==> src/design/gat_params.svh <==
`ifndef GAT_PARAMS_SVH
`define GAT_PARAMS_SVH

// ==========================================================================
// Layer dimensions
// ==========================================================================

// Elements in one input feature row
`define GAT_NUM_FEATURE_IN   8

// Columns of W, also the length of each attention half
`define GAT_NUM_FEATURE_OUT  4

// ==========================================================================
// Data widths
// ==========================================================================

// Features, weights and attention entries
`define GAT_DATA_WIDTH       8

// One Wh element, room for 8 signed 16-bit products
`define GAT_WH_WIDTH         20

// Attention logit
`define GAT_SCORE_WIDTH      32

// ==========================================================================
// Memory sizing
// ==========================================================================

`define GAT_MAX_NODES        8
`define GAT_MAX_SUBGRAPHS    16

// 16 subgraphs x 8 nodes x 8 features
`define GAT_FEAT_DEPTH       1024

// Negative slope of the LeakyReLU as a right shift
`define GAT_LRELU_SHIFT      3

`endif

==> src/design/gat_pkg.sv <==
`include "gat_params.svh"

package gat_pkg;

  // ========================================================================
  // Datapath words
  // ========================================================================

  // Feature, weight or attention entry
  typedef logic signed [`GAT_DATA_WIDTH-1:0] feat_t;

  // Single projected element
  typedef logic signed [`GAT_WH_WIDTH-1:0] wh_elem_t;

  // One projected row, index is the output column
  typedef wh_elem_t [`GAT_NUM_FEATURE_OUT-1:0] wh_row_t;

  typedef logic signed [`GAT_SCORE_WIDTH-1:0] score_t;

  // ========================================================================
  // Counters and addresses
  // ========================================================================

  // Holds 1 .. MAX_NODES
  typedef logic [$clog2(`GAT_MAX_NODES+1)-1:0] node_cnt_t;

  typedef logic [$clog2(`GAT_NUM_FEATURE_IN)-1:0] feat_idx_t;
  typedef logic [$clog2(`GAT_FEAT_DEPTH)-1:0]     feat_addr_t;
  typedef logic [$clog2(`GAT_MAX_SUBGRAPHS)-1:0]  sg_addr_t;

  // ========================================================================
  // Static coefficients
  // ========================================================================

  // wgt[col][feature index]
  typedef feat_t [`GAT_NUM_FEATURE_OUT-1:0][`GAT_NUM_FEATURE_IN-1:0] wgt_mat_t;

  // One half of the attention vector
  typedef feat_t [`GAT_NUM_FEATURE_OUT-1:0] attn_vec_t;

endpackage

==> src/design/attn_score.sv <==
`include "gat_params.svh"

module attn_score (
  input  logic                clk,
  input  logic                rst_n,

  // Projected rows from the MAC stage
  input  logic                wh_vld,
  input  gat_pkg::wh_row_t    wh_row,
  input  logic                wh_src,
  input  logic                wh_sg_last,

  // Attention vector halves
  input  gat_pkg::attn_vec_t  attn_src,
  input  gat_pkg::attn_vec_t  attn_nbr,

  output logic                score_vld,
  output gat_pkg::score_t     score,
  output logic                score_src,
  output logic                score_sg_last
);
  import gat_pkg::*;

  score_t src_dot;
  score_t nbr_dot;

  logic   s1_vld;
  score_t s1_src_dot;
  score_t s1_nbr_dot;
  logic   s1_src;
  logic   s1_sg_last;

  score_t src_hold;
  score_t src_term;
  score_t sum;

  // ==========================================================================
  // Stage 1, both dot products of the row
  // ==========================================================================

  always_comb begin
    src_dot = '0;
    nbr_dot = '0;
    for (int c = 0; c < `GAT_NUM_FEATURE_OUT; c++) begin
      src_dot = src_dot + score_t'($signed(attn_src[c])) * score_t'($signed(wh_row[c]));
      nbr_dot = nbr_dot + score_t'($signed(attn_nbr[c])) * score_t'($signed(wh_row[c]));
    end
  end

  always_ff @(posedge clk or negedge rst_n) begin
    if (!rst_n) begin
      s1_vld <= 1'b0;
    end else begin
      s1_vld <= wh_vld;
    end
  end

  always_ff @(posedge clk) begin
    if (wh_vld) begin
      s1_src_dot <= src_dot;
      s1_nbr_dot <= nbr_dot;
      s1_src     <= wh_src;
      s1_sg_last <= wh_sg_last;
    end
  end

  // ==========================================================================
  // Stage 2, source term plus neighbour term, then LeakyReLU
  // ==========================================================================

  // Source row uses its own term before the hold register catches it
  assign src_term = s1_src ? s1_src_dot : src_hold;
  assign sum      = src_term + s1_nbr_dot;

  // Kept for the rest of the subgraph
  always_ff @(posedge clk) begin
    if (s1_vld && s1_src) begin
      src_hold <= s1_src_dot;
    end
  end

  always_ff @(posedge clk or negedge rst_n) begin
    if (!rst_n) begin
      score_vld <= 1'b0;
    end else begin
      score_vld <= s1_vld;
    end
  end

  always_ff @(posedge clk) begin
    if (s1_vld) begin
      score         <= sum[`GAT_SCORE_WIDTH-1] ? (sum >>> `GAT_LRELU_SHIFT) : sum;
      score_src     <= s1_src;
      score_sg_last <= s1_sg_last;
    end
  end

endmodule

==> config.mk <==
export PLATFORM = sky130hd
export DESIGN_NAME = attn_score
export DESIGN_NICKNAME = d
export VERILOG_FILES = /design/src/design/gat_pkg.sv /design/src/design/attn_score.sv
export VERILOG_INCLUDE_DIRS = /design/src /design/src/design
export SDC_FILE = /design/constraint.sdc
export NUM_CORES = 2
export LEC_CHECK = 0
export BUFFER_PORTS_ARGS = -buffer_cell sky130_fd_sc_hd__buf_2
export CORE_ASPECT_RATIO = 1.2
export CORE_MARGIN = 5
export CORE_UTILIZATION = 43
export DETAILED_ROUTE_END_ITERATION = 8
export PLACE_DENSITY = 0.69
export SLEW_MARGIN = 0
export SYNTH_ARGS = -nofsm -noshare
export SYNTH_HDL_FRONTEND = slang
export SYNTH_SLANG_ARGS = --single-unit
==> constraint.sdc <==
create_clock -name clk -period 8.9 [get_ports clk]
set_clock_uncertainty 0.1 [all_clocks]
set_input_delay 0.445 -clock clk [delete_from_list [all_inputs] [get_ports clk]]
set_output_delay 0.445 -clock clk [all_outputs]
set_load 0.05 [all_outputs]
==> flow_summary_export.csv <==
group,metric,value,unit
clocking,clk_pin_slew_worst_paths,0.06,ns
global_route,antenna_found_initial,26,
timing,finalHoldViolations,0,
logic_synthesis,syn_area,51300,sq um
logic_synthesis,synth_cell_types,60,
critical_path,max_stage_delay,0.60,ns
logic_synthesis,ys.flop_type,"edfxtp_1",
layout,drive_gt1_share,5.83,%
floorplan,rows,138,
detailed_routing,wl_per_cell,22.2,um
critical_path,cp_max_fo,20,
timing,fin_crit_sh,90.9,%
global_route,track_usage,25.0,%
clocking,cts_root_buf,"clkbuf_16",
critical_path,arrival,8.17,ns
logic_synthesis,ys_seq_area_share,7.65,%
timing,worstMarginPinSlew,1.01,ns
logic_synthesis,postSynthAreaPerCell,9.70,sq um
critical_path,cp_common_cell,"fa_1",
logic_synthesis,synth_area_leaders,"fa_1, inv_1, edfxtp_1",
detailed_routing,drtAntennaViolNets,0,
timing,fmax,0.124,GHz
floorplan,fp.dieW,325,um
flow_run,max_cap_violations,0,
timing,slew_headroom,32.5,%
logic_synthesis,syn_nets,7110,
logic_synthesis,synth-seq-cells,131,
layout,nets,7146,
clocking,h-tree-depth,4,
detailed_routing,viasPerCell,5.17,
critical_path,cpMaxStageDelayCell,"fa_1",
timing,drv_slew,0,
outcome,status,"finished, final reports clean",
global_route,grt_pass1_wl,236000,um
logic_synthesis,synth_top_area_cell,"fa_1",
logic_synthesis,synth_edf_count,129,
logic_synthesis,yosys-top-cells-count,"inv_1, fa_1, nand2_1, and2_1, ha_1",
floorplan,dieHeight,388,um
logic_synthesis,synth_top_area_share,53.6,%
floorplan,io_pins,184,
critical_path,required,8.99,ns
min_path,holdCritPathClass,"input pin to flop",
logic_synthesis,async_flop_share,1.53,%
global_route,grt_pass1_vias,40000,
clocking,cts_resized,0,
timing,setup_tns,0,ns
detailed_routing,drc,0,
placed_design,gp_congestion,1.04,
placed_design,hpwl,135000,um
detailed_routing,finalWirelength,153000,um
clocking,cts_buffers,17,
layout,nFillCells,11200,
floorplan,initial_utilization,43.3,%
timing,min_period,8.09,ns
critical_path,worstSetupPathType,"input pin to flop",
layout,area_delta_synth_final,5.87,%
clocking,cts_tree,"built",
detailed_routing,drtIter0Drc,2560,
placed_design,port_buffers,183,
timing,rsz0062_at_grt,"no",
floorplan,core_area,118000,sq um
clocking,cts.path.max_buffers,2,
clocking,insertion_delay,0.44,ns
clocking,cts_setup_buffers,0,
logic_synthesis,synth_cells,5287,
timing,finalSetupViolations,0,
detailed_routing,first_pass_iters,6,
global_route,overflow,0,
critical_path,cp-start-kind,"input pin",
floorplan,die-area,126000,sq um
detailed_routing,vias,35600,
global_route,grt_max_degree,66,
clocking,clock_sinks,131,
critical_path,worst_setup_path_end_kind,"flop",
logic_synthesis,yosys_warnings,0,
logic_synthesis,yosysMostFrequentCell,"inv_1",
## timing repair
action,4_1_cts,5_1_grt
hold buffers,1,0
hold endpoints to repair,2,0
setup endpoints to repair,0,0
## per-stage QoR
stage / hold WS (ns) / setup WS, ns / cell area (sq um) / utilization (%) / instances
6_report: 0.0883 / 0.814 / 54300 / 45.9 / 6891
2_1_floorplan: 0.0494 / 1.30 / 51300 / - / 5287
4_1_cts: 0.0688 / 0.918 / 54200 / 45.9 / 6876
3_5_place_dp: 0.137 / 0.465 / 53600 / 45.4 / 6843
3_3_place_gp: 0.141 / 0.534 / 53600 / 45.4 / 6843
5_1_grt: 0.0705 / 0.528 / 54200 / 45.9 / 6882
## kinds of logic (layout without fill, tap and decap cells)
logic type,after synthesis,after routing,synth area share [%]
AOI/OAI and AO/OA,212,212,2.69
xor gates and xnor gates,96,96,1.64
adders and majority gates,1674,1674,61.0
buffers and inverters,1685,1734,12.4
DFF,131,131,7.65
muxes,56,56,1.21
other,0,15,0
and+or+nand+nor,1433,1433,13.5
## worst max-delay path, delay by kind of cell
family          cells  cell delay, ns
compound gates      6            1.54
xor+xnor            1            0.09
fa+ha+maj           9            4.47
buf+inv             5            0.74
simple gates        4            0.87
## flip-flops by register name (all words and copies together), names as in the netlist
name,flops
score_sg_last,1
s1_src_dot,31
score,32
src_hold,31
score_vld,1
s1_src,1
s1_vld,1
s1_sg_last,1
s1_nbr_dot,31
score_src,1
## layout by cell type, fill, tap and decap left out, drive strengths merged, types with 33 or more instances in the layout
master,netlist,routed
a21oi,70,70
and2,417,417
mux2,46,46
nor2,78,78
nand2,745,745
o21ai,46,46
buf,9,234
ha,301,301
fa,1373,1373
nor2b,33,33
xnor2,69,69
a21o,37,37
edfxtp,129,129
nand2b,112,112
inv,1467,1473
## area by class of cell
cell class / count / area (sq um) / share of cell area [%]
multi-input cells: 3471 / 41000 / 75.5
inverters: 1467 / 5510 / 10.1
flip-flops and latches: 131 / 3920 / 7.23
well taps: 1540 / 1930 / 3.55
repair buffers: 235 / 1310 / 2.41
clock buffers: 17 / 425 / 0.784
clock inverters: 15 / 148 / 0.272
diodes: 15 / 37.5 / 0.0692
## layer usage
metal	share of wire, %	global-route usage, %	vias to the layer above
met4	11	20.1	8
met1	33	27.5	18600
met3	6.2	3.11	462
met2	50	43.8	1470
met5	0.029	0	-
li1	-	-	15100
## final timing paths
path / from / end / cells past startpoint / slack, ns
worst min register to register: s1_src_dot[13]$_DFFE_PP_ / src_hold[13]$_DFFE_PP_ / 0 / 0.34
worst min-delay path: wh_sg_last / s1_sg_last$_DFFE_PP_ / 1 / 0.09
max in group asynchronous: rst_n / s1_vld$_DFF_PN0_ / 2 / 8.37
worst max register to register: s1_src$_DFFE_PP_ / score[0]$_DFFE_PP_ / 14 / 4.40
worst max-delay path: attn_nbr[25] / s1_nbr_dot[29]$_DFFE_PP_ / 25 / 0.81
min in group asynchronous: rst_n / score_vld$_DFF_PN0_ / 2 / 0.23
Power is not shown: default switching activity piles up to over one toggle a cycle in this logic, so the estimate is an artifact.
