$ cat src/design/gat_params.svh
`ifndef GAT_PARAMS_SVH
`define GAT_PARAMS_SVH

// ==========================================================================
// Layer dimensions
// ==========================================================================

// Elements in one input feature row
`define GAT_NUM_FEATURE_IN   8

// Columns of W, also the length of each attention half
`define GAT_NUM_FEATURE_OUT  4

// ==========================================================================
// Data widths
// ==========================================================================

// Features, weights and attention entries
`define GAT_DATA_WIDTH       8

// One Wh element, room for 8 signed 16-bit products
`define GAT_WH_WIDTH         20

// Attention logit
`define GAT_SCORE_WIDTH      32

// ==========================================================================
// Memory sizing
// ==========================================================================

`define GAT_MAX_NODES        8
`define GAT_MAX_SUBGRAPHS    16

// 16 subgraphs x 8 nodes x 8 features
`define GAT_FEAT_DEPTH       1024

// Negative slope of the LeakyReLU as a right shift
`define GAT_LRELU_SHIFT      3

`endif

$ cat src/design/gat_pkg.sv
`include "gat_params.svh"

package gat_pkg;

  // ========================================================================
  // Datapath words
  // ========================================================================

  // Feature, weight or attention entry
  typedef logic signed [`GAT_DATA_WIDTH-1:0] feat_t;

  // Single projected element
  typedef logic signed [`GAT_WH_WIDTH-1:0] wh_elem_t;

  // One projected row, index is the output column
  typedef wh_elem_t [`GAT_NUM_FEATURE_OUT-1:0] wh_row_t;

  typedef logic signed [`GAT_SCORE_WIDTH-1:0] score_t;

  // ========================================================================
  // Counters and addresses
  // ========================================================================

  // Holds 1 .. MAX_NODES
  typedef logic [$clog2(`GAT_MAX_NODES+1)-1:0] node_cnt_t;

  typedef logic [$clog2(`GAT_NUM_FEATURE_IN)-1:0] feat_idx_t;
  typedef logic [$clog2(`GAT_FEAT_DEPTH)-1:0]     feat_addr_t;
  typedef logic [$clog2(`GAT_MAX_SUBGRAPHS)-1:0]  sg_addr_t;

  // ========================================================================
  // Static coefficients
  // ========================================================================

  // wgt[col][feature index]
  typedef feat_t [`GAT_NUM_FEATURE_OUT-1:0][`GAT_NUM_FEATURE_IN-1:0] wgt_mat_t;

  // One half of the attention vector
  typedef feat_t [`GAT_NUM_FEATURE_OUT-1:0] attn_vec_t;

endpackage

$ cat src/design/feature_fetch.sv
`include "gat_params.svh"

module feature_fetch (
  input  logic                clk,
  input  logic                rst_n,
  input  logic                start,
  input  gat_pkg::sg_addr_t   num_subgraphs,
  output gat_pkg::sg_addr_t   cnt_raddr,
  input  gat_pkg::node_cnt_t  cnt_rdata,
  output gat_pkg::feat_addr_t feat_raddr,
  output logic                busy,
  output logic                fetch_vld,
  output gat_pkg::feat_idx_t  feat_idx,
  output logic                last_feat,
  output logic                src_flag,
  output logic                sg_last,
  output gat_pkg::node_cnt_t  num_node
);
  import gat_pkg::*;

  localparam feat_idx_t LAST_IDX = feat_idx_t'(`GAT_NUM_FEATURE_IN - 1);

  logic       pref_q;
  logic       run_q;
  logic       sg_first_q;
  sg_addr_t   num_sg_q;
  sg_addr_t   last_sg;
  sg_addr_t   sg_q;
  sg_addr_t   cnt_ptr_q;
  node_cnt_t  node_q;
  node_cnt_t  nodes_q;
  node_cnt_t  cur_nodes;
  node_cnt_t  last_node;
  feat_idx_t  fidx_q;
  feat_addr_t faddr_q;
  logic       at_last_feat;
  logic       at_last_node;
  logic       at_last_sg;

  // Count comes straight from memory on the first cycle of a subgraph
  assign cur_nodes    = sg_first_q ? cnt_rdata : nodes_q;
  assign last_node    = cur_nodes - 1'b1;
  // A count of 0 wraps to the full 16 subgraphs
  assign last_sg      = num_sg_q - 1'b1;
  assign at_last_feat = (fidx_q == LAST_IDX);
  assign at_last_node = (node_q == last_node);
  assign at_last_sg   = (sg_q == last_sg);

  assign busy       = pref_q | run_q;
  assign cnt_raddr  = cnt_ptr_q;
  assign feat_raddr = faddr_q;

  // ==========================================================================
  // Nested walk over subgraphs, nodes and features
  // ==========================================================================

  always_ff @(posedge clk or negedge rst_n) begin
    if (!rst_n) begin
      pref_q     <= 1'b0;
      run_q      <= 1'b0;
      sg_first_q <= 1'b0;
      num_sg_q   <= '0;
      sg_q       <= '0;
      cnt_ptr_q  <= '0;
      node_q     <= '0;
      nodes_q    <= '0;
      fidx_q     <= '0;
      faddr_q    <= '0;
    end else if (start && !busy) begin
      // Prefetch cycle reads count 0
      pref_q     <= 1'b1;
      sg_first_q <= 1'b1;
      num_sg_q   <= num_subgraphs;
      sg_q       <= '0;
      cnt_ptr_q  <= '0;
      node_q     <= '0;
      fidx_q     <= '0;
      faddr_q    <= '0;
    end else if (pref_q) begin
      pref_q <= 1'b0;
      run_q  <= 1'b1;
    end else if (run_q) begin
      faddr_q    <= faddr_q + 1'b1;
      sg_first_q <= 1'b0;
      // Latch this count, point the count memory at the next subgraph
      if (sg_first_q) begin
        nodes_q   <= cnt_rdata;
        cnt_ptr_q <= sg_q + 1'b1;
      end
      if (at_last_feat) begin
        fidx_q <= '0;
        if (at_last_node) begin
          node_q <= '0;
          if (at_last_sg) begin
            run_q <= 1'b0;
          end else begin
            sg_q       <= sg_q + 1'b1;
            sg_first_q <= 1'b1;
          end
        end else begin
          node_q <= node_q + 1'b1;
        end
      end else begin
        fidx_q <= fidx_q + 1'b1;
      end
    end
  end

  // ==========================================================================
  // Side information, one cycle late to meet the read data
  // ==========================================================================

  always_ff @(posedge clk or negedge rst_n) begin
    if (!rst_n) begin
      fetch_vld <= 1'b0;
    end else begin
      fetch_vld <= run_q;
    end
  end

  always_ff @(posedge clk) begin
    feat_idx  <= fidx_q;
    last_feat <= at_last_feat;
    src_flag  <= (node_q == '0);
    sg_last   <= at_last_node;
    num_node  <= cur_nodes;
  end

endmodule

$ cat config.mk
export PLATFORM = sky130hd
export DESIGN_NAME = feature_fetch
export DESIGN_NICKNAME = d
export VERILOG_FILES = /design/src/design/gat_pkg.sv /design/src/design/feature_fetch.sv
export VERILOG_INCLUDE_DIRS = /design/src /design/src/design
export SDC_FILE = /design/constraint.sdc
export NUM_CORES = 1
export LEC_CHECK = 0
export BUFFER_PORTS_ARGS = -buffer_cell sky130_fd_sc_hd__buf_4
export CAP_MARGIN = 20
export CORE_AREA = 5 5 79 81
export DETAILED_ROUTE_END_ITERATION = 8
export DIE_AREA = 0 0 84 86
export GPL_ROUTABILITY_DRIVEN = 0
export PLACE_DENSITY_LB_ADDON = 0.08
export SETUP_SLACK_MARGIN = 0.05
export SYNTH_ARGS = -nofsm -noshare
export SYNTH_HDL_FRONTEND = slang
export SYNTH_SLANG_ARGS = --single-unit
export TNS_END_PERCENT = 100
$ cat constraint.sdc
create_clock -name clk -period 3.83 [get_ports clk]
set_clock_uncertainty 0.1 [all_clocks]
set_input_delay 0.766 -clock clk [delete_from_list [all_inputs] [get_ports clk]]
set_output_delay 0.766 -clock clk [all_outputs]
set_load 0.005 [all_outputs]
==> results.toml <==
[yosys]
yosys_register_bits = 47
synth_area_leaders = "dfrtp_1, dfxtp_1, ha_1"
avgSynthCellArea_um2 = 10.6
ys_types = 32
synth-main-ff-cell = "dfrtp_1"
async_reset_ff_frac = 0.787
synth_top_cell_by_area = "dfrtp_1"
yosysTopAreaCellShare = 0.438
seq_area_frac_synth = 0.533
yosysWarnings = 0
synth_edf_count = 0
synth_nets = 218
netlist_instances = 199
netlist_area_um2 = 2110

[detailed_routing]
vias_per_cell = 4.82
dr.pass1.iters = 4
drc = 0
dr_total_vias = 1493
final_antenna_net_count = 0
drt_wl_total_mm = 4.13
dr.first_iter.drc_count = 88
post_drt_wl_per_cell_um = 13.3

[finish]
multiInputGateArea_um2 = 915
synthToLayoutAreaGrowth_pct = 20.2
seq_area_um2 = 1130
fin_cells = 310
final_cell_mix = "dfrtp_1, buf_4, nand2_1"
fin_nets = 256
fillers = 534
layout-drive-gt1-share = 0.235
diodes = 0

[clock_network]
h-tree-depth = 2
cts_setup_buffers = 0
cts_sinks = 47
cts_resized = 0
clock_latency_ns = 0.30
cts_tree = "built"
cts-root-buf = "clkbuf_8"
clk_pin_slew_ns = 0.09
clockBufferDepth = 2
numCtsBuffers = 5
cts_hold_buf = 0

[power]
pwr-share-clk = 0.175
internal-power_mw = 1.12
switchingPower_mw = 0.587
ir_drop_v = 0.000219
leakage_nw = 1.16
power.total_mw = 1.71
p_sw_frac = 0.344
combPwrFrac = 0.363
power_frac_seq = 0.462
pwr_density_cell_nw_per_um2 = 673

[setup_path]
crit_fanout = 9
crit_type = "flop to flop"
cp-end-kind = "flop"
start_kind = "flop"
critPathArrivalTime_ns = 2.75
crit_required_ns = 3.96

[floorplanning]
ioPinCount = 37
dieHeight_um = 86
core-area_um2 = 5410
num_rows = 27
start_util = 0.391
die_x_um = 84
die-area_um2 = 7220

[sta]
tns_ns = 0
fin_crit_ns = 2.63
clock.fmax_ghz = 0.381
worstMarginPinSlew_ns = 0.707
finalCritPeriodShare = 0.686
rsz0062_at_grt = "no"
slew_violations = 0
setup_viol = 0
hold_violations = 0
relSlewSlack = 0.524

[grt]
grt_first_pass_wirelength_mm = 6.91
grt_max_degree = 38
first_global_vias = 1449
grt_antenna_before_repair = 0
grt.total_usage = 0.120
grt-ovfl-total = 0

[placed_design]
portBuffers = 36
hpwl_mm = 2.90
dp.cells = 302

[run_status]
status = "completed"

[flow_run]
cap_violations = 0

[worst_hold_path]
hold_class = "input pin to asynchronous set/reset pin"
==> worst paths after layout <==
path / depth (start not counted) / end / slack [ns] / from
min in group clk: 0 / feat_idx[1]$_DFF_P_ / 0.32 / fidx_q[1]$_DFFE_PN0P_
max in group asynchronous: 1 / feat_raddr[8]$_DFFE_PN0P_ / 2.97 / rst_n
max: 6 / sg_q[3]$_DFFE_PN0P_ / 1.20 / sg_first_q$_DFFE_PN0P_
min: 1 / node_q[2]$_DFFE_PN0P_ / 0.32 / rst_n
min reg2reg: 0 / feat_idx[1]$_DFF_P_ / 0.32 / fidx_q[1]$_DFFE_PN0P_
max reg2reg: 6 / sg_q[3]$_DFFE_PN0P_ / 1.20 / sg_first_q$_DFFE_PN0P_
==> Yosys cell counts, drive strengths merged (3+ instances only) <==
library cell and instances:
a21oi 8, a22o 6, buf 4, dfrtp 37, dfxtp 10, ha 8
inv 11, mux2 7, mux2i 8, nand2 20, nand3 14, nor2 11
nor3 6, nor3b 4, o21ai 15, or3 3, xnor2 5, xor2 7
==> cell type report <==
class / instances / share of cell area
Clock buffer: 5 / 0.0271
Clock inverter: 3 / 0.00789
Inverter: 11 / 0.0163
Multi-Input combinational cell: 135 / 0.360
Sequential cell: 47 / 0.444
Tap cell: 72 / 0.0355
Timing Repair Buffer: 37 / 0.109
==> metrics by stage <==
stage	instance area, um2	utilization	worst slack (ns)	hold slack (ns)
finish	2540	0.470	1.20	0.317
global route	2540	0.470	0.997	0.335
CTS	2540	0.470	1.21	0.314
detailed placement	2450	0.453	1.09	0.289
global placement	2450	0.453	1.15	0.292
floorplan	2110	-	1.40	0.272
==> power groups by stage <==
stage	clock network [mW]	logic, mW	registers, mW
finish	0.299	0.620	0.789
global route	0.330	0.698	0.817
CTS	0.313	0.633	0.793
detailed placement	0	0.632	0.801
global placement	0	0.623	0.804
floorplan	0	0.395	0.782
==> sequential cells by signal, indices dropped and copies added, names as in the netlist <==
register / flops
feat_raddr: 10
node_q: 4
fetch_vld: 1
sg_last: 1
nodes_q: 4
last_feat: 1
feat_idx: 3
src_flag: 1
pref_q: 1
fidx_q: 3
num_node: 4
cnt_raddr: 4
sg_q: 4
run_q: 1
sg_first_q: 1
num_sg_q: 4
==> critical path: stages, from the launching register on <==
cell and delay [ns]:
dfrtp_1 0.62, mux2i_4 0.36, or4b_1 0.45, mux2i_1 0.27, o211ai_2 0.23, or3_1 0.39
a21oi_1 0.14
==> per-layer routing <==
layer / vias to the layer above / part of all wire / track usage
met2: 18 / 0.47 / 0.195
met1: 709 / 0.49 / 0.150
li1: 762 / - / -
met4: 0 / 0.014 / 0.0439
met3: 4 / 0.029 / 0.0365
met5: - / 0 / 0
==> cells by family after synthesis <==
group,synth area share
simple gates,0.159
flops,0.533
compound gates,0.0960
buf+inv,0.0338
mux,0.0812
xor+xnor,0.0498
fa+ha+maj,0.0474
Note: power is estimated with default switching activity, not from simulation.
