**src/design/bram_sdp.sv**
```systemverilog
module bram_sdp #(
  parameter type payload_t = logic [7:0],
  parameter int  DEPTH     = 16
) (
  input  logic                     clk,

  // Write side
  input  logic                     we,
  input  logic [$clog2(DEPTH)-1:0] waddr,
  input  payload_t                 wdata,

  // Read side, data one cycle after the address
  input  logic [$clog2(DEPTH)-1:0] raddr,
  output payload_t                 rdata
);

  // Storage array, contents undefined until written
  payload_t mem [DEPTH];

  // ==========================================================================
  // Write port
  // ==========================================================================

  always_ff @(posedge clk) begin
    if (we) begin
      mem[waddr] <= wdata;
    end
  end

  // ==========================================================================
  // Registered read port
  // ==========================================================================

  // Read during write of the same address returns the old word
  always_ff @(posedge clk) begin
    rdata <= mem[raddr];
  end

endmodule

```
**config.mk**
```make
export PLATFORM = sky130hd
export DESIGN_NAME = bram_sdp
export DESIGN_NICKNAME = d
export VERILOG_FILES = /design/src/design/bram_sdp.sv
export SDC_FILE = /design/constraint.sdc
export NUM_CORES = 1
export LEC_CHECK = 0
export BUFFER_PORTS_ARGS = -buffer_cell sky130_fd_sc_hd__buf_2
export CORE_ASPECT_RATIO = 2
export CORE_MARGIN = 2
export CORE_UTILIZATION = 65
export CTS_CLUSTER_DIAMETER = 60
export DETAILED_ROUTE_END_ITERATION = 8
export GPL_TIMING_DRIVEN = 0
export PLACE_DENSITY = 0.86
export SYNTH_ARGS = -nofsm -noshare
export SYNTH_HDL_FRONTEND = slang
export SYNTH_SLANG_ARGS = --single-unit
export TNS_END_PERCENT = 20
```
**constraint.sdc**
```tcl
create_clock -name clk -period 3.9 [get_ports clk]
set_input_delay 0.585 -clock clk [delete_from_list [all_inputs] [get_ports clk]]
set_output_delay 0.585 -clock clk [all_outputs]
set_load 0.03 [all_outputs]
```
==> results of run 1 <==
[cells in the mapped netlist]
master | number | area [um^2]
dfxtp_1 | 8 | 160
nor3_1 | 4 | 20.0
a22oi_1 | 16 | 120
and2b_1 | 1 | 7.51
buf_6 | 3 | 33.8
nand2_1 | 9 | 33.8
mux4_2 | 18 | 405
nand3_1 | 1 | 5.00
or3b_2 | 1 | 8.76
nor2b_1 | 1 | 6.26
clkdlybuf4s25_2 | 3 | 30.0
mux4_1 | 14 | 368
nor2_1 | 13 | 48.8
buf_2 | 3 | 15.0
buf_4 | 1 | 7.51
nand3b_1 | 2 | 15.0
nand2b_1 | 2 | 12.5
and2_1 | 1 | 6.26
edfxtp_1 | 128 | 3840
[per-layer routing]
metal  track usage [%]  vias up  routed length, um
li1                  -     1059                  -
met1              31.6     1253               3550
met2              43.1      121               5360
met3              6.64       20                547
met4              14.5        0                384
met5                 0        -                  0
[cells in the final DEF, fill, tap and decap left out, types with 3 or more instances in the layout]
| cell type | n |
|---|---|
| a22oi_1 | 16 |
| buf_2 | 27 |
| buf_6 | 3 |
| bufinv_16 | 3 |
| clkbuf_1 | 3 |
| clkbuf_16 | 17 |
| clkbuf_8 | 4 |
| clkdlybuf4s25_2 | 3 |
| clkinv_2 | 3 |
| dfxtp_1 | 8 |
| edfxtp_1 | 128 |
| mux4_1 | 14 |
| mux4_2 | 18 |
| nand2_1 | 9 |
| nor2_1 | 13 |
| nor3_1 | 4 |
[critical path: stages]
cell and delay (ns):
buf_2 0.13, or3b_2 0.53, nor3_1 0.93
[metrics by stage]
stage	setup WS [ns]	power, mW	std cells
after floorplan	1.82	1.77	229
after global placement	1.29	1.83	349
after detailed placement	1.31	1.84	349
after CTS	1.74	3.43	381
after global routing	1.66	3.52	381
final	1.75	3.43	381
[cell families after synthesis]
group	Yosys count	share of synthesized area, %
simple gates	35	3.18
buf+inv	10	1.68
mux	32	15.0
flops	136	77.8
compound gates	16	2.33
[cell type report]
type,instances,area [um^2]
Timing Repair Buffer,24,120
Clock buffer,24,492
Tap cell,96,120
Fill cell,414,1830
Sequential cell,136,4000
Buffer,10,86.3
Multi-Input combinational cell,83,1060
Clock inverter,8,118
[power by group]
part	switching, mW	internal, mW	total, mW
clock network	0.544	1.07	1.61
registers	0.00848	1.64	1.64
logic	0.107	0.0650	0.172
[worst paths after layout]
kind | start | to | slack (ns) | cells past startpoint
worst max-delay path | waddr[2] | mem[0][2]$_DFFE_PP_ | 1.75 | 3
worst min register to register | mem[10][7]$_DFFE_PP_ | rdata[7]$_DFF_P_ | 0.68 | 3
worst min-delay path | wdata[6] | mem[2][6]$_DFFE_PP_ | 0.55 | 1
worst max register to register | mem[7][7]$_DFFE_PP_ | rdata[7]$_DFF_P_ | 2.46 | 3
[flip-flops by register name (all words and copies together), names as in the netlist]
name   cells
rdata      8
mem      128
==> flow_summary.toml, run 1 <==
[run_status]
status = "finished clean"

[logic_synthesis]
synth_seq_cells = 136
avgSynthCellArea_um2 = 22.5
yosysSeqAreaShare_pct = 77.8
postSynthCellCount = 229
yosysWarnings = 0
ys_types = 19
syn_nets = 247
netlist_area_um2 = 5150

[global_routing]
grt_overflow = 0
track_usage_pct = 26.3
grt_pass1_wl_um = 14800
grt_max_degree = 17
grt_pass1_vias = 2523
grt_antenna_before_repair = 0

[clocking]
clk_pin_slew_ns = 0.06
cts_made_buffers = 17
cts_tree = "built"
cts_sinks = 136
cts_setup_buffers = 0
cts_resized = 0
ctsHoldBuffers = 0
htree_levels = 4
clockBufferDepth = 2
root_buffer = "clkbuf_16"
clk_latency_ns = 0.41

[layout]
antennaDiodeCount = 0
drive_above_1_share_pct = 28.4
design_area_um2 = 6000
fin_util_pct = 76.6
nets = 290
syn_to_final_growth_pct = 16.5

[worst_hold_path]
hold_path_class = "in -> reg"

[timing]
setup-tns-final_ns = 0
fin_crit_sh_pct = 55.2
tightest_slew_ns = 1.33
maxSlewHeadroom_pct = 10.7
fmax_ghz = 0.465
finalSetupViolCount = 0
hold_slack_ns = 0.552
fin_skew_ns = 0.00779
period_needed_ns = 2.15
slew_violations = 0
hold_viol_final = 0
grt_setup_unrepaired = "false"

[routing]
wl_um = 9840
num_vias = 2453
wl_per_cell_um = 25.8
firstDrtPassIters = 5
drtIter0Drc = 259
via_per_inst = 6.44
drc = 0
postRouteAntennaNets = 0

[power_and_ir_drop]
p_leak_nw = 2.04
ir_drop_uv = 594
power_density_nw_per_um2 = 572

[floorplanning]
chipWidth_um = 66.9
core_um2 = 7830
dieHeight_um = 130
design.portCount = 26
core.rowCount = 46
start_util_pct = 65.8
die_area_um2 = 8690

[critical_path]
start_kind = "primary input"
crit_type = "in -> reg"
crit_fanout = 8
endpoint_kind = "flop"
cp.arrival_ns = 2.17
cp.required_ns = 3.92

[place]
dp_hpwl_um = 6020
gp_congestion = 0.786
place_area_um2 = 5390
io_buffers = 24

[flow_run]
cap_viol_max_count = 0
(Power assumes the default switching activity.)
==> inputs of run 2 (changes only) <==
--- a/config.mk
+++ b/config.mk
@@ -8,11 +8,11 @@
 export BUFFER_PORTS_ARGS = -buffer_cell sky130_fd_sc_hd__buf_2
 export CORE_ASPECT_RATIO = 2
 export CORE_MARGIN = 2
-export CORE_UTILIZATION = 65
+export CORE_UTILIZATION = 60
 export CTS_CLUSTER_DIAMETER = 60
 export DETAILED_ROUTE_END_ITERATION = 8
 export GPL_TIMING_DRIVEN = 0
-export PLACE_DENSITY = 0.86
+export PLACE_DENSITY = 0.8
 export SYNTH_ARGS = -nofsm -noshare
 export SYNTH_HDL_FRONTEND = slang
 export SYNTH_SLANG_ARGS = --single-unit
==> constraint.sdc (replaced) <==
create_clock -name clk -period 2 [get_ports clk]
set_input_delay 0.3 -clock clk [delete_from_list [all_inputs] [get_ports clk]]
set_output_delay 0.3 -clock clk [all_outputs]
set_load 0.03 [all_outputs]
==> run 2 against run 1 <==
Non-clock buffer count did not move; global-route usage fell by 2.5 points; combinational power rose by 96%; first-iteration DRC count rose by 7.7%; die area rose by 8.0%; routed wire length rose by 0.26%; sequential share of layout area rose by 0.43 points; final cell count rose by 0.52%; utilization fell by 4.8 points; hold slack got worse by 0.27 ns; critical path type unchanged; largest cell class unchanged.
==> flow_summary.toml, run 2 (synthesis gave the netlist of run 1 again) <==
[clocking]
ctsHoldBuffers = 0
clk_latency_ns = 0.41
clockBufferDepth = 2
cts_resized = 0
htree_levels = 4
cts_setup_buffers = 0
root_buffer = "clkbuf_16"
clk_pin_slew_ns = 0.05
cts_sinks = 136
cts_tree = "built"
cts_made_buffers = 17

[critical_path]
cp.required_ns = 2.02
cp.arrival_ns = 1.94
r2r_cells = 3
r2r_slack_ns = 0.59
r2r_start = "mem[3][6]$_DFFE_PP_"
worstPathCellList = "buf_2 -> or3b_2 -> nor3_1"
max_stage_delay_ns = 1.01
start_kind = "primary input"
endpoint_kind = "flop"
crit_type = "in -> reg"
crit_fanout = 8
worst_r2r_endpoint = "rdata[6]$_DFF_P_"
crit_path_top_delay_cell = "nor3_1"

[global_routing]
grt_max_degree = 17
track_usage_pct = 23.8
grt_overflow = 0
grt_antenna_before_repair = 0
grt_pass1_wl_um = 15000
grt_pass1_vias = 2502

[timing]
finalSetupViolCount = 0
slew_violations = 0
hold_viol_final = 0
hold_slack_ns = 0.285
maxSlewHeadroom_pct = 12.1
grt_setup_unrepaired = "false"
period_needed_ns = 1.92
tightest_slew_ns = 1.31
fin_skew_ns = 0.00972
fmax_ghz = 0.520
timing.final.ws_setup_ns = 0.0765
fin_crit_sh_pct = 96.2

[floorplanning]
chipWidth_um = 69.5
design.portCount = 26
core.rowCount = 47
core_um2 = 8290
start_util_pct = 62.1
dieHeight_um = 135
die_area_um2 = 9380

[worst_hold_path]
min_to = "mem[13][6]$_DFFE_PP_"
hold_start = "wdata[6]"
hold_depth = 1
hold_path_class = "in -> reg"

[run_status]
status = "finished clean"

[power_and_ir_drop]
p_leak_nw = 2.02
p_total_mw = 6.49
power_density_nw_per_um2 = 1090
ir_drop_uv = 961

[place]
place_ws_ns = -0.370
gp_congestion = 0.806
dp_cells = 351
dp_hpwl_um = 6300
place_area_um2 = 5390
io_buffers = 24

[layout]
syn_to_final_growth_pct = 15.8
largest_register_ffs = 128
top_regs = "mem (128), rdata (8)"
antennaDiodeCount = 0
nets = 290
fillCellCount = 479
drive_above_1_share_pct = 28.4
regMostFlops = "mem"
design_area_um2 = 5960
layout_commonest_cell = "edfxtp_1"
fin_cells = 383
mostFrequentLayoutCells = "128 x edfxtp_1, 27 x buf_2, 18 x mux4_2"

[routing]
met1_length_um = 3490
wl_um = 9870
wl_met2_um = 5690
postRouteAntennaNets = 0
wl_per_cell_um = 25.8
routed.top_layer = "met4"
dr_wl_met3_um = 511
drtIter0Drc = 279
drc = 0
firstDrtPassIters = 5
via_per_inst = 6.25
num_vias = 2392

[flow_run]
cap_viol_max_count = 0
-- run 2: cell types whose count changed in the layout (fill, tap and decap cells not counted), sizes merged --
| cell | before | now |
|---|---|---|
| bufinv | 3 | 2 |
| clkbuf | 24 | 23 |
| clkinvlp | 0 | 2 |
-- run 2: critical path: cells and delay by family --
kind	cells	cell delay, ns
buf+inv	1	0.12
simple gates	2	1.52
-- run 2: where the power goes --
group | internal (mW) | switching, mW | total [mW]
combinational | 0.127 | 0.210 | 0.337
clock | 1.89 | 1.07 | 2.95
sequential | 3.19 | 0.0163 | 3.21
-- run 2: layout make-up --
class / instances / area, um^2 / area share (%)
buffer: 10 / 86.3 / 1.45
clock buffer: 23 / 468 / 7.85
clock inverter: 9 / 100 / 1.68
multi-input combinational: 83 / 1060 / 17.7
sequential: 136 / 4000 / 67.2
tap: 98 / 123 / 2.06
timing repair buffer: 24 / 120 / 2.02
-- run 2: through the flow --
stage               setup TNS [ns]  utilization, %
finish                           0            71.9
global route                     0            71.9
CTS                              0            71.9
detailed placement           -3.80            65.0
global placement             -3.27            65.0
floorplan                        0               -
-- run 2: how the worst max path moves through the flow --
| stage | from | end | cells after the start | slack (ns) |
|---|---|---|---|---|
| after floorplan | waddr[2] | mem[0][0]$_DFFE_PP_ | 2 | 0.21 |
| after global placement | waddr[2] | mem[0][5]$_DFFE_PP_ | 3 | -0.33 |
| after detailed placement | waddr[2] | mem[0][5]$_DFFE_PP_ | 3 | -0.37 |
| after CTS | waddr[2] | mem[0][4]$_DFFE_PP_ | 3 | 0.08 |
| after global routing | waddr[2] | mem[0][5]$_DFFE_PP_ | 3 | 0.03 |
| final | waddr[2] | mem[0][6]$_DFFE_PP_ | 3 | 0.08 |
-- run 2: layer usage --
layer	global-route usage [%]	up-vias
met5	0	-
li1	-	1057
met1	27.5	1227
met4	9.59	0
met2	41.4	94
met3	7.01	14
