### config.mk
export PLATFORM = sky130hd
export DESIGN_NAME = wh_mac
export DESIGN_NICKNAME = d
export VERILOG_FILES = /design/src/design/gat_pkg.sv /design/src/design/wh_mac.sv
export VERILOG_INCLUDE_DIRS = /design/src /design/src/design
export SDC_FILE = /design/constraint.sdc
export NUM_CORES = 1
export LEC_CHECK = 0
export BUFFER_PORTS_ARGS = -buffer_cell sky130_fd_sc_hd__buf_2
export CORE_ASPECT_RATIO = 0.5
export CORE_MARGIN = 1.5
export CORE_UTILIZATION = 25
export DETAILED_ROUTE_END_ITERATION = 12
export HOLD_SLACK_MARGIN = 0.1
export RECOVER_POWER = 25
export SLEW_MARGIN = 20
export SYNTH_ARGS = -nofsm -noshare
export SYNTH_HDL_FRONTEND = slang
export SYNTH_SLANG_ARGS = --single-unit
### constraint.sdc
create_clock -name clk -period 3.5 [get_ports clk]
set_clock_uncertainty 0.15 [all_clocks]
set_input_delay 0.7 -clock clk [delete_from_list [all_inputs] [get_ports clk]]
set_output_delay 0.7 -clock clk [all_outputs]
set_load 0.05 [all_outputs]
### src/design/gat_params.svh
`ifndef GAT_PARAMS_SVH
`define GAT_PARAMS_SVH

// ==========================================================================
// Layer dimensions
// ==========================================================================

// Elements in one input feature row
`define GAT_NUM_FEATURE_IN   8

// Columns of W, also the length of each attention half
`define GAT_NUM_FEATURE_OUT  4

// ==========================================================================
// Data widths
// ==========================================================================

// Features, weights and attention entries
`define GAT_DATA_WIDTH       8

// One Wh element, room for 8 signed 16-bit products
`define GAT_WH_WIDTH         20

// Attention logit
`define GAT_SCORE_WIDTH      32

// ==========================================================================
// Memory sizing
// ==========================================================================

`define GAT_MAX_NODES        8
`define GAT_MAX_SUBGRAPHS    16

// 16 subgraphs x 8 nodes x 8 features
`define GAT_FEAT_DEPTH       1024

// Negative slope of the LeakyReLU as a right shift
`define GAT_LRELU_SHIFT      3

`endif

### src/design/gat_pkg.sv
`include "gat_params.svh"

package gat_pkg;

  // ========================================================================
  // Datapath words
  // ========================================================================

  // Feature, weight or attention entry
  typedef logic signed [`GAT_DATA_WIDTH-1:0] feat_t;

  // Single projected element
  typedef logic signed [`GAT_WH_WIDTH-1:0] wh_elem_t;

  // One projected row, index is the output column
  typedef wh_elem_t [`GAT_NUM_FEATURE_OUT-1:0] wh_row_t;

  typedef logic signed [`GAT_SCORE_WIDTH-1:0] score_t;

  // ========================================================================
  // Counters and addresses
  // ========================================================================

  // Holds 1 .. MAX_NODES
  typedef logic [$clog2(`GAT_MAX_NODES+1)-1:0] node_cnt_t;

  typedef logic [$clog2(`GAT_NUM_FEATURE_IN)-1:0] feat_idx_t;
  typedef logic [$clog2(`GAT_FEAT_DEPTH)-1:0]     feat_addr_t;
  typedef logic [$clog2(`GAT_MAX_SUBGRAPHS)-1:0]  sg_addr_t;

  // ========================================================================
  // Static coefficients
  // ========================================================================

  // wgt[col][feature index]
  typedef feat_t [`GAT_NUM_FEATURE_OUT-1:0][`GAT_NUM_FEATURE_IN-1:0] wgt_mat_t;

  // One half of the attention vector
  typedef feat_t [`GAT_NUM_FEATURE_OUT-1:0] attn_vec_t;

endpackage

### src/design/wh_mac.sv
`include "gat_params.svh"

module wh_mac (
  input  logic               clk,
  input  logic               rst_n,

  // Feature element stream with aligned tags
  input  logic               fetch_vld,
  input  gat_pkg::feat_t     feat_rdata,
  input  gat_pkg::feat_idx_t feat_idx,
  input  logic               last_feat,
  input  logic               src_flag,
  input  logic               sg_last,
  input  gat_pkg::node_cnt_t num_node,

  // Static weight matrix
  input  gat_pkg::wgt_mat_t  wgt,

  // Finished projection row
  output logic               wh_vld,
  output gat_pkg::wh_row_t   wh_row,
  output logic               wh_src,
  output logic               wh_sg_last,
  output gat_pkg::node_cnt_t wh_num_node
);
  import gat_pkg::*;

  wh_row_t prod;
  wh_row_t acc_q;
  wh_row_t acc_d;

  // ==========================================================================
  // One MAC per output column
  // ==========================================================================

  // Index 0 restarts the sum, so a new node needs no bubble
  always_comb begin
    for (int c = 0; c < `GAT_NUM_FEATURE_OUT; c++) begin
      prod[c]  = wh_elem_t'(feat_rdata) * wh_elem_t'($signed(wgt[c][feat_idx]));
      acc_d[c] = (feat_idx == '0) ? prod[c] : acc_q[c] + prod[c];
    end
  end

  always_ff @(posedge clk) begin
    if (fetch_vld) begin
      acc_q <= acc_d;
    end
  end

  // ==========================================================================
  // Row output
  // ==========================================================================

  always_ff @(posedge clk or negedge rst_n) begin
    if (!rst_n) begin
      wh_vld <= 1'b0;
    end else begin
      wh_vld <= fetch_vld & last_feat;
    end
  end

  // Capture the completed sum, including the last product
  always_ff @(posedge clk) begin
    if (fetch_vld && last_feat) begin
      wh_row      <= acc_d;
      wh_src      <= src_flag;
      wh_sg_last  <= sg_last;
      wh_num_node <= num_node;
    end
  end

endmodule

==> results of run 1 <==
cells in the mapped netlist (10+ instances only):
cell type and n:
a211oi_1 10, nand2b_1 38, a21oi_1 93, a31oi_1 13
nor3_1 21, nor2_1 80, ha_1 204, nand2_1 125
buf_2 13, nor2b_1 141, xnor2_1 95, and2_1 31
a21o_1 40, o21bai_1 14, inv_1 346, xor2_1 38
clkbuf_1 42, mux4_2 64, edfxtp_1 166, mux2i_1 30
o21ai_1 37, fa_1 224, mux2_2 13, o21ai_0 39
registers in the layout, summed over array words and instances (netlist names):
register	cells
wh_sg_last	1
wh_row	80
wh_src	1
wh_num_node	4
wh_vld	1
acc_q	80
per-stage QoR:
| step | setup WS [ps] | instances |
|---|---|---|
| CTS | -3195 | 3919 |
| floorplan | -3571 | 2015 |
| detailed placement | -4050 | 3843 |
| global placement | -3970 | 3843 |
| global route | -3483 | 3957 |
| finish | -3250 | 3959 |
critical path: cells and delay by family:
family,cells,cell delay (ps)
AOI/OAI and AO/OA,8,1280
and+or+nand+nor,3,300
xor gates and xnor gates,2,380
buffers and inverters,10,1110
adders and majority gates,6,2420
muxes,2,670
timing repair:
item,CTS,global route
endpoints found under the hold margin,1,0
resized for setup,166,196
hold buffers,1,0
pin swaps,119,147
setup buffers,41,37
setup endpoints to repair,144,144
gates cloned,4,1
cells in the final DEF (no fill, tap or decap), types with 9 or more instances in the layout:
master,n
xor2_1,26
nand2_2,11
fa_1,214
o21bai_1,11
nand2b_1,27
xnor2_2,27
mux4_2,64
and2_1,16
inv_1,306
fa_2,10
and2_4,14
ha_4,69
o21ai_2,29
xnor2_1,60
buf_12,28
a21oi_4,15
mux2i_4,21
nor2b_1,130
nor2b_2,9
a21oi_2,45
mux2_4,9
buf_6,57
inv_2,38
nor2_1,73
nand2_1,114
a21o_1,39
edfxtp_1,166
a21oi_1,36
buf_4,407
ha_1,129
nand2b_4,11
nor3_1,14
o21ai_0,10
clkbuf_16,18
a211oi_2,9
o21ai_1,37
buf_2,359
how the worst min path moves through the flow:
stage / depth (start not counted) / end / start
floorplan: 0 / wh_vld / rst_n
global placement: 1 / wh_vld / rst_n
detailed placement: 1 / wh_vld / rst_n
CTS: 1 / wh_num_node[3] / num_node[3]
global route: 1 / wh_num_node[0] / num_node[0]
finish: 1 / wh_num_node[1] / num_node[1]
logic make-up after synthesis:
group | after synthesis | share of synthesized area, %
buf+inv | 403 | 7.269
mux | 107 | 8.976
simple gates | 475 | 11.62
flops | 167 | 23.82
xor+xnor | 133 | 5.538
compound gates | 302 | 9.327
fa+ha+maj | 428 | 33.45
layout make-up:
class	count	area, um^2	share of cell area, %
diodes	7	17.52	0.05511
clock buffers	18	439.2	1.382
clock inverters	14	153.9	0.4842
inverters	346	1304	4.102
multi-input cells	1445	17280	54.37
flip-flops and latches	167	5010	15.76
well taps	1102	1379	4.338
repair buffers	860	6200	19.51
layer usage:
| metal | vias to the layer above | wire length [um] | global-route usage, % |
|---|---|---|---|
| met3 | 76 | 2227 | 2.601 |
| met2 | 241 | 34030 | 26.36 |
| met4 | 8 | 1974 | 6.316 |
| met5 | - | 46 | 0 |
| met1 | 8898 | 29780 | 20.20 |
| li1 | 8384 | - | - |
==> results.ini, run 1 <==
[status]
status = finished, violations left
violations = capacitance limit, slew limit, setup timing

[timing]
slew_headroom_pct = -52.05
setup_tns_ps = -329260
hold_ws_ps = 219.6
worstMarginPinSlew_ps = 2281
min_period_ps = 6750
grt_setup_unrepaired = yes
hold_viol_final = 0
layout_setup_ws_ps = -3250
fmax_mhz = 148.2
slew_viol_final = 36
setup_viol = 142
min_period_over_period_pct = 192.8

[clocking]
root_buffer = clkbuf_16
cts_tree = built
clock-sinks = 167
cts_buffer_depth = 2
htree_levels = 4
clock_latency_ps = 500
clk_pin_slew_ps = 80
cts_buffers = 17

[setup_path]
cp-endpoint = acc_q[57]
end_kind = flip-flop
critPathArrivalTime_ps = 6860
cp-start-kind = input port
crit_slowest_cell = fa_1
r2r_slack_ps = 300
worstPathRequired_ps = 3610
startpoint = feat_idx[0]
slowest_delay_ps = 530
crit_path_max_fanout = 6
r2r_end = wh_row[18]
path_class = in2reg
r2r_cells = 11
reg2reg_from = acc_q[0]

[route]
first_iter_violations = 832
drcViolationCount = 0
num_vias = 17610
wl_per_cell_um = 17.19
routed_wl_um = 68050
ant_nets = 0
drtPass1Iterations = 5
vias_per_cell = 4.447

[logic_synthesis]
netlist_instances = 2015
ys_ff_latch = 167
ys.flop_type = edfxtp_1
synth.top_cell.area_share_pct = 23.70
syn_avg_cell_area_um2 = 10.44
synth_area_leader_cell = edfxtp_1
yosys_warnings = 0
seq_area_frac_synth_pct = 23.82
syn_nets = 2720
synth_edf_count = 166
synthTopCellsByArea = edfxtp_1, fa_1, ha_1
synth.distinct_cells = 69
ys_async_sr_fraction_pct = 0.5988
syn_area_um2 = 21040

[die]
core_um2 = 82500
fp.dieW_um = 413.2
die_y_um = 208.1
die-area_um2 = 86000
start_util_pct = 25.50
rows = 74
io_pins = 364

[global_route]
antenna_found_initial = 18
grt_use_total_pct = 15.76
gr-total-overflow = 0
grt_max_degree = 81
grt_pass1_wl_um = 104200
grt_pass1_vias = 18730

[place]
placed_cell_area_um2 = 28570
place.port_buffers = 363
hpwl_um = 55120
gp_congestion = 0.9467

[finish]
nNetsFinal = 3542
nFillCells = 7987
final_util_pct = 38.53
drive_gt1_share_pct = 48.35
final_area_um2 = 31780
area_growth_syn_to_layout_pct = 51.10

[min_path]
hp-class = in2reg

[run]
cap_violations = 1

Power of run 1 is not shown: default switching activity piles up to over one toggle a cycle in this logic, so the estimate is an artifact.
==> inputs of run 2 (changes only) <==
--- a/config.mk
+++ b/config.mk
@@ -6,6 +6,7 @@
 export SDC_FILE = /design/constraint.sdc
 export NUM_CORES = 1
 export LEC_CHECK = 0
+export ABC_CLOCK_PERIOD_IN_PS = 8600
 export BUFFER_PORTS_ARGS = -buffer_cell sky130_fd_sc_hd__buf_2
 export CORE_ASPECT_RATIO = 0.5
 export CORE_MARGIN = 1.5
==> constraint.sdc (replaced) <==
create_clock -name clk -period 8.6 [get_ports clk]
set_clock_uncertainty 0.15 [all_clocks]
set_input_delay 1.72 -clock clk [delete_from_list [all_inputs] [get_ports clk]]
set_output_delay 1.72 -clock clk [all_outputs]
set_load 0.05 [all_outputs]
==> results.ini, run 2 (same netlist as run 1, synthesis figures left out) <==
[setup_path]
worstPathRequired_ps = 8660  ; +5050 ps
r2r_end = acc_q[12]
critPathArrivalTime_ps = 8250  ; +1390 ps
path_delay_family = adder cells
crit_slowest_cell = fa_1
path_buf_inv = 7  ; -3
crit_path_max_fanout = 20  ; +14
cp-start-kind = input port
end_kind = flip-flop
r2r_slack_ps = 5200  ; +4900 ps
reg2reg_from = acc_q[0]
slowest_delay_ps = 530  ; about the same
path_class = in2reg
r2r_cells = 11  ; unchanged

[timing]
min_period_over_period_pct = 95.17
setup_viol = 0  ; -100%
hold_viol_final = 0  ; unchanged
setup_tns_ps = 0  ; +329,260 ps
slew_viol_final = 61  ; +69%
hold_ws_ps = 547.8  ; +328.2 ps
min_period_ps = 8184
worstMarginPinSlew_ps = 2522  ; +241.1 ps
fmax_mhz = 122.2
slew_headroom_pct = -68.12  ; -16 points
grt_setup_unrepaired = no
layout_setup_ws_ps = 415.7  ; +3665 ps

[die]
die_y_um = 208.1  ; unchanged
die-area_um2 = 86000  ; unchanged
rows = 74  ; unchanged
fp.dieW_um = 413.2  ; unchanged
io_pins = 364  ; unchanged
start_util_pct = 25.50  ; unchanged
core_um2 = 82500  ; unchanged

[clocking]
htree_levels = 4  ; unchanged
post_cts_buffers = 0  ; -100%
cts_buffer_depth = 2  ; unchanged
clock_latency_ps = 470  ; -30 ps
cts_tree = built
clk_pin_slew_ps = 70  ; about the same
clock-sinks = 167  ; unchanged
cts_hold_buf = 0  ; -1
root_buffer = clkbuf_16
cts_buffers = 17  ; unchanged

[route]
vias_per_cell = 4.471  ; +0.54%
ant_nets = 0  ; unchanged
drcViolationCount = 0  ; unchanged
routed_wl_um = 60940  ; -10%
num_vias = 16530  ; -6.1%
wl_per_cell_um = 16.48  ; -4.1%
first_iter_violations = 836  ; +0.48%
drtPass1Iterations = 5  ; unchanged

[global_route]
gr-total-overflow = 0  ; unchanged
grt_pass1_wl_um = 95470  ; -8.4%
globalRouteMet2Util_pct = 24.90  ; -1.5 points
grt_max_degree = 68  ; -16%
grt_use_total_pct = 14.19  ; -1.6 points
busiest_layer = met2
use_met1_pct = 18.23  ; -2.0 points
antenna_found_initial = 15  ; -3
use_met3_pct = 1.391  ; -1.2 points
grt_pass1_vias = 17130  ; -8.5%

[finish]
final_common_cell = inv_1
reg.largest.list = acc_q (80), wh_row (80), wh_num_node (4)
final_cell_mix = inv_1, buf_2, buf_4, fa_1, ha_1
nNetsFinal = 3278  ; -7.5%
multi_input_area_um2 = 14540  ; -16%
drive_gt1_share_pct = 26.91  ; -21 points
nFillCells = 8517  ; +6.6%
area_growth_syn_to_layout_pct = 25.89
regArea_um2 = 5010  ; unchanged

[run]
cap_violations = 2  ; +1

[place]
hpwl_um = 50930  ; -7.6%
place_ws_ps = -199.5  ; +3851 ps
place.port_buffers = 363  ; unchanged
gp_congestion = 0.9404  ; -0.67%

[status]
status = finished, violations left
violations = capacitance limit, slew limit

[min_path]
min_to = acc_q[0]
hp-class = reg2reg
min_delay_path_depth = 2  ; +1
min-delay-start = acc_q[0]

[run 2: cell count changes in the layout (fill, tap and decap cells not counted), moves of 38 or more]
| cell | change |
|---|---|
| inv_1 | +40 |
| ha_1 | +75 |
| inv_2 | -38 |
| a21oi_1 | +57 |
| buf_6 | -57 |
| buf_2 | -40 |
| buf_4 | -182 |
| a21oi_2 | -43 |
| ha_4 | -69 |
| clkbuf_1 | +40 |
[run 2: how the worst max path moves through the flow]
stage	from	endpoint	slack, ps	cells past startpoint
floorplan	feat_idx[0]	acc_q[39]	0.9	30
global placement	feat_idx[0]	wh_row[57]	-70	28
detailed placement	feat_idx[0]	acc_q[19]	-200	30
CTS	feat_idx[0]	wh_row[19]	290	30
global route	feat_idx[0]	wh_row[19]	0.4	30
finish	feat_idx[0]	wh_row[19]	420	30
[run 2: worst reg2reg max path, cell delays in order (launching register included)]
cell       delay (ps)
edfxtp_1          370
ha_1              260
fa_1              450
a21o_1            190
a21oi_1           220
nor2b_1           100
o31ai_2           290
a21oi_1           220
a2111oi_0         460
nor3_1            130
xnor2_1           160
o21ai_1           110
[run 2: cell type report]
cell class | instances | area share [%]
Multi-Input combinational cell | 1445 | 54.89
Antenna cell | 9 | 0.08505
Timing Repair Buffer | 596 | 13.76
Clock inverter | 15 | 0.6284
Clock buffer | 17 | 1.607
Sequential cell | 167 | 18.92
Inverter | 346 | 4.905
Tap cell | 1102 | 5.207
[run 2: what timing repair did]
| action | 4_1_cts | 5_1_grt |
|---|---|---|
| resized for setup | 0 | 7 |
| hold endpoints to repair | 0 | 0 |
| endpoints found under the setup margin | 0 | 14 |
[run 2: layer usage]
layer	wire (um)	part of all wire, %
met3	1752	2.9
met2	30950	51
met5	0	0
met1	26760	44
met4	1475	2.4
[run 2: metrics by stage]
step           cells  cell area (um^2)  util, %
2_1_floorplan   2015             21060        -
3_3_place_gp    3656             25900    31.40
3_5_place_dp    3656             25900    31.40
4_1_cts         3688             26490    32.11
5_1_grt         3696             26480    32.10
6_report        3697             26480    32.10
Power of run 2 is left out for the same reason.
==> inputs of run 3 (changes only) <==
--- a/config.mk
+++ b/config.mk
@@ -12,6 +12,7 @@
 export CORE_MARGIN = 1.5
 export CORE_UTILIZATION = 25
 export DETAILED_ROUTE_END_ITERATION = 12
+export GPL_TIMING_DRIVEN = 0
 export HOLD_SLACK_MARGIN = 0.1
 export RECOVER_POWER = 25
 export SLEW_MARGIN = 20
==> results.ini, run 3 (same netlist as run 1, synthesis figures left out) <==
[status]
status = finished, violations left
violations = capacitance limit, slew limit

[clocking]
htree_levels = 4  ; unchanged
clock_latency_ps = 460  ; about the same
cts_hold_buf = 0  ; unchanged
clock-sinks = 167  ; unchanged
cts_buffers = 17  ; unchanged
root_buffer = clkbuf_16
cts_tree = built
cts_buffer_depth = 2  ; unchanged
clk_pin_slew_ps = 70  ; about the same

[timing]
min_period_over_period_pct = 97.13  ; +2.0 points
hold_viol_final = 0  ; unchanged
worstMarginPinSlew_ps = 2774  ; +252.4 ps
fmax_mhz = 119.7  ; -2.0%
min_period_ps = 8353  ; +168.6 ps
setup_viol = 0  ; unchanged
slew_viol_final = 84  ; +38%
slew_headroom_pct = -84.95  ; -17 points

[setup_path]
worstPathRequired_ps = 8640  ; -20 ps
critPathArrivalTime_ps = 8390  ; +140 ps
path_class = in2reg
path_buf_inv = 7  ; unchanged
cp-start-kind = input port
slowest_delay_ps = 580  ; +50 ps
crit_slowest_cell = mux4_2
path_delay_family = adder cells
r2r_slack_ps = 5150  ; -50 ps
crit_path_max_fanout = 10  ; -50%
end_kind = flip-flop

[global_route]
grt_use_total_pct = 15.61  ; +1.4 points
grt_pass1_wl_um = 99790  ; +4.5%
grt_max_degree = 49  ; -28%
gr-total-overflow = 0  ; unchanged
antenna_found_initial = 5  ; -10
grt_pass1_vias = 16540  ; -3.4%

[place]
dp_cells = 3481  ; -4.8%
place.port_buffers = 362  ; -0.28%
gp_congestion = 0.9603  ; +2.1%
hpwl_um = 55970  ; +9.9%

[route]
vias_per_cell = 4.615  ; +3.2%
ant_nets = 0  ; unchanged
num_vias = 16480  ; -0.33%
first_iter_violations = 913  ; +9.2%
routed_wl_um = 68230  ; +12%
drcViolationCount = 0  ; unchanged
wl_per_cell_um = 19.11  ; +16%
drtPass1Iterations = 5  ; unchanged

[finish]
final_common_cell = buf_2
final_cell_mix = buf_2, inv_1, fa_1, ha_1, edfxtp_1
instances_no_fill = 3570  ; -3.4%
reg.largest.list = acc_q (80), wh_row (80), wh_num_node (4)
drive_gt1_share_pct = 25.41  ; -1.5 points
area_growth_syn_to_layout_pct = 24.60
nFillCells = 8471  ; -0.54%
nNetsFinal = 3156  ; -3.7%

[die]
io_pins = 364  ; unchanged
rows = 74  ; unchanged
core_um2 = 82500  ; unchanged
start_util_pct = 25.50  ; unchanged
die-area_um2 = 86000  ; unchanged
fp.dieW_um = 413.2  ; unchanged
die_y_um = 208.1  ; unchanged

[run]
cap_violations = 2  ; unchanged

[min_path]
hp-class = reg2reg

## run 3: layout make-up
class                           count  area (um^2)  share of cell area (%)
Antenna cell                        4        10.01                 0.03819
Buffer                             57        404.1                   1.542
Clock buffer                       18        429.2                   1.637
Clock inverter                     14        162.7                  0.6206
Inverter                          346         1299                   4.955
Multi-Input combinational cell   1445        15140                   57.77
Sequential cell                   167         5010                   19.11
Tap cell                         1102         1379                   5.261
Timing Repair Buffer              417         2376                   9.065
## run 3: path summary, 6_finish.rpt
kind,startpoint,to,cells past startpoint
worst max-delay path,feat_idx[0],acc_q[19],30
worst min-delay path,acc_q[20],wh_row[20],2
worst max register to register,acc_q[0],wh_row[12],11
worst min register to register,acc_q[20],wh_row[20],2
max in group asynchronous,rst_n,wh_vld,1
min in group asynchronous,rst_n,wh_vld,1
## run 3: repair_timing
action,in CTS,in global routing
gates resized for setup,83,70
setup buffers,23,29
pin swaps,4,16
setup endpoints to repair,80,42
hold endpoints to repair,0,0
cloned,0,1
## run 3: layer usage
layer | global-route usage [%] | share of wire [%] | wire [um]
met1 | 19.60 | 41 | 28090
met2 | 25.95 | 49 | 33290
met3 | 2.889 | 5.7 | 3855
met4 | 7.149 | 4.4 | 2996
met5 | 0 | 0 | 0
## run 3: metrics by stage
step	util (%)	instance area (um^2)	hold WS (ps)	TNS, ps	setup slack, ps
finish	31.77	26210	551.9	0	247.1
global route	31.76	26200	569.1	-279.7	-85.66
floorplan	-	21060	513.7	0	0.8837
global placement	29.39	24250	525.8	-150660	-2512
detailed placement	29.50	24340	541.4	-101070	-2034
CTS	31.04	25610	558.3	0	1.834
## run 3: worst register-to-register path: stages, from the launching register on
cell,delay [ps]
edfxtp_1,380
ha_1,270
fa_1,450
a21o_1,190
a21oi_1,230
nor2b_1,110
o31ai_2,250
a21oi_1,260
a2111oi_0,490
nor3_1,140
xnor2_1,160
o21ai_1,90
Power of run 3 is left out for the same reason.
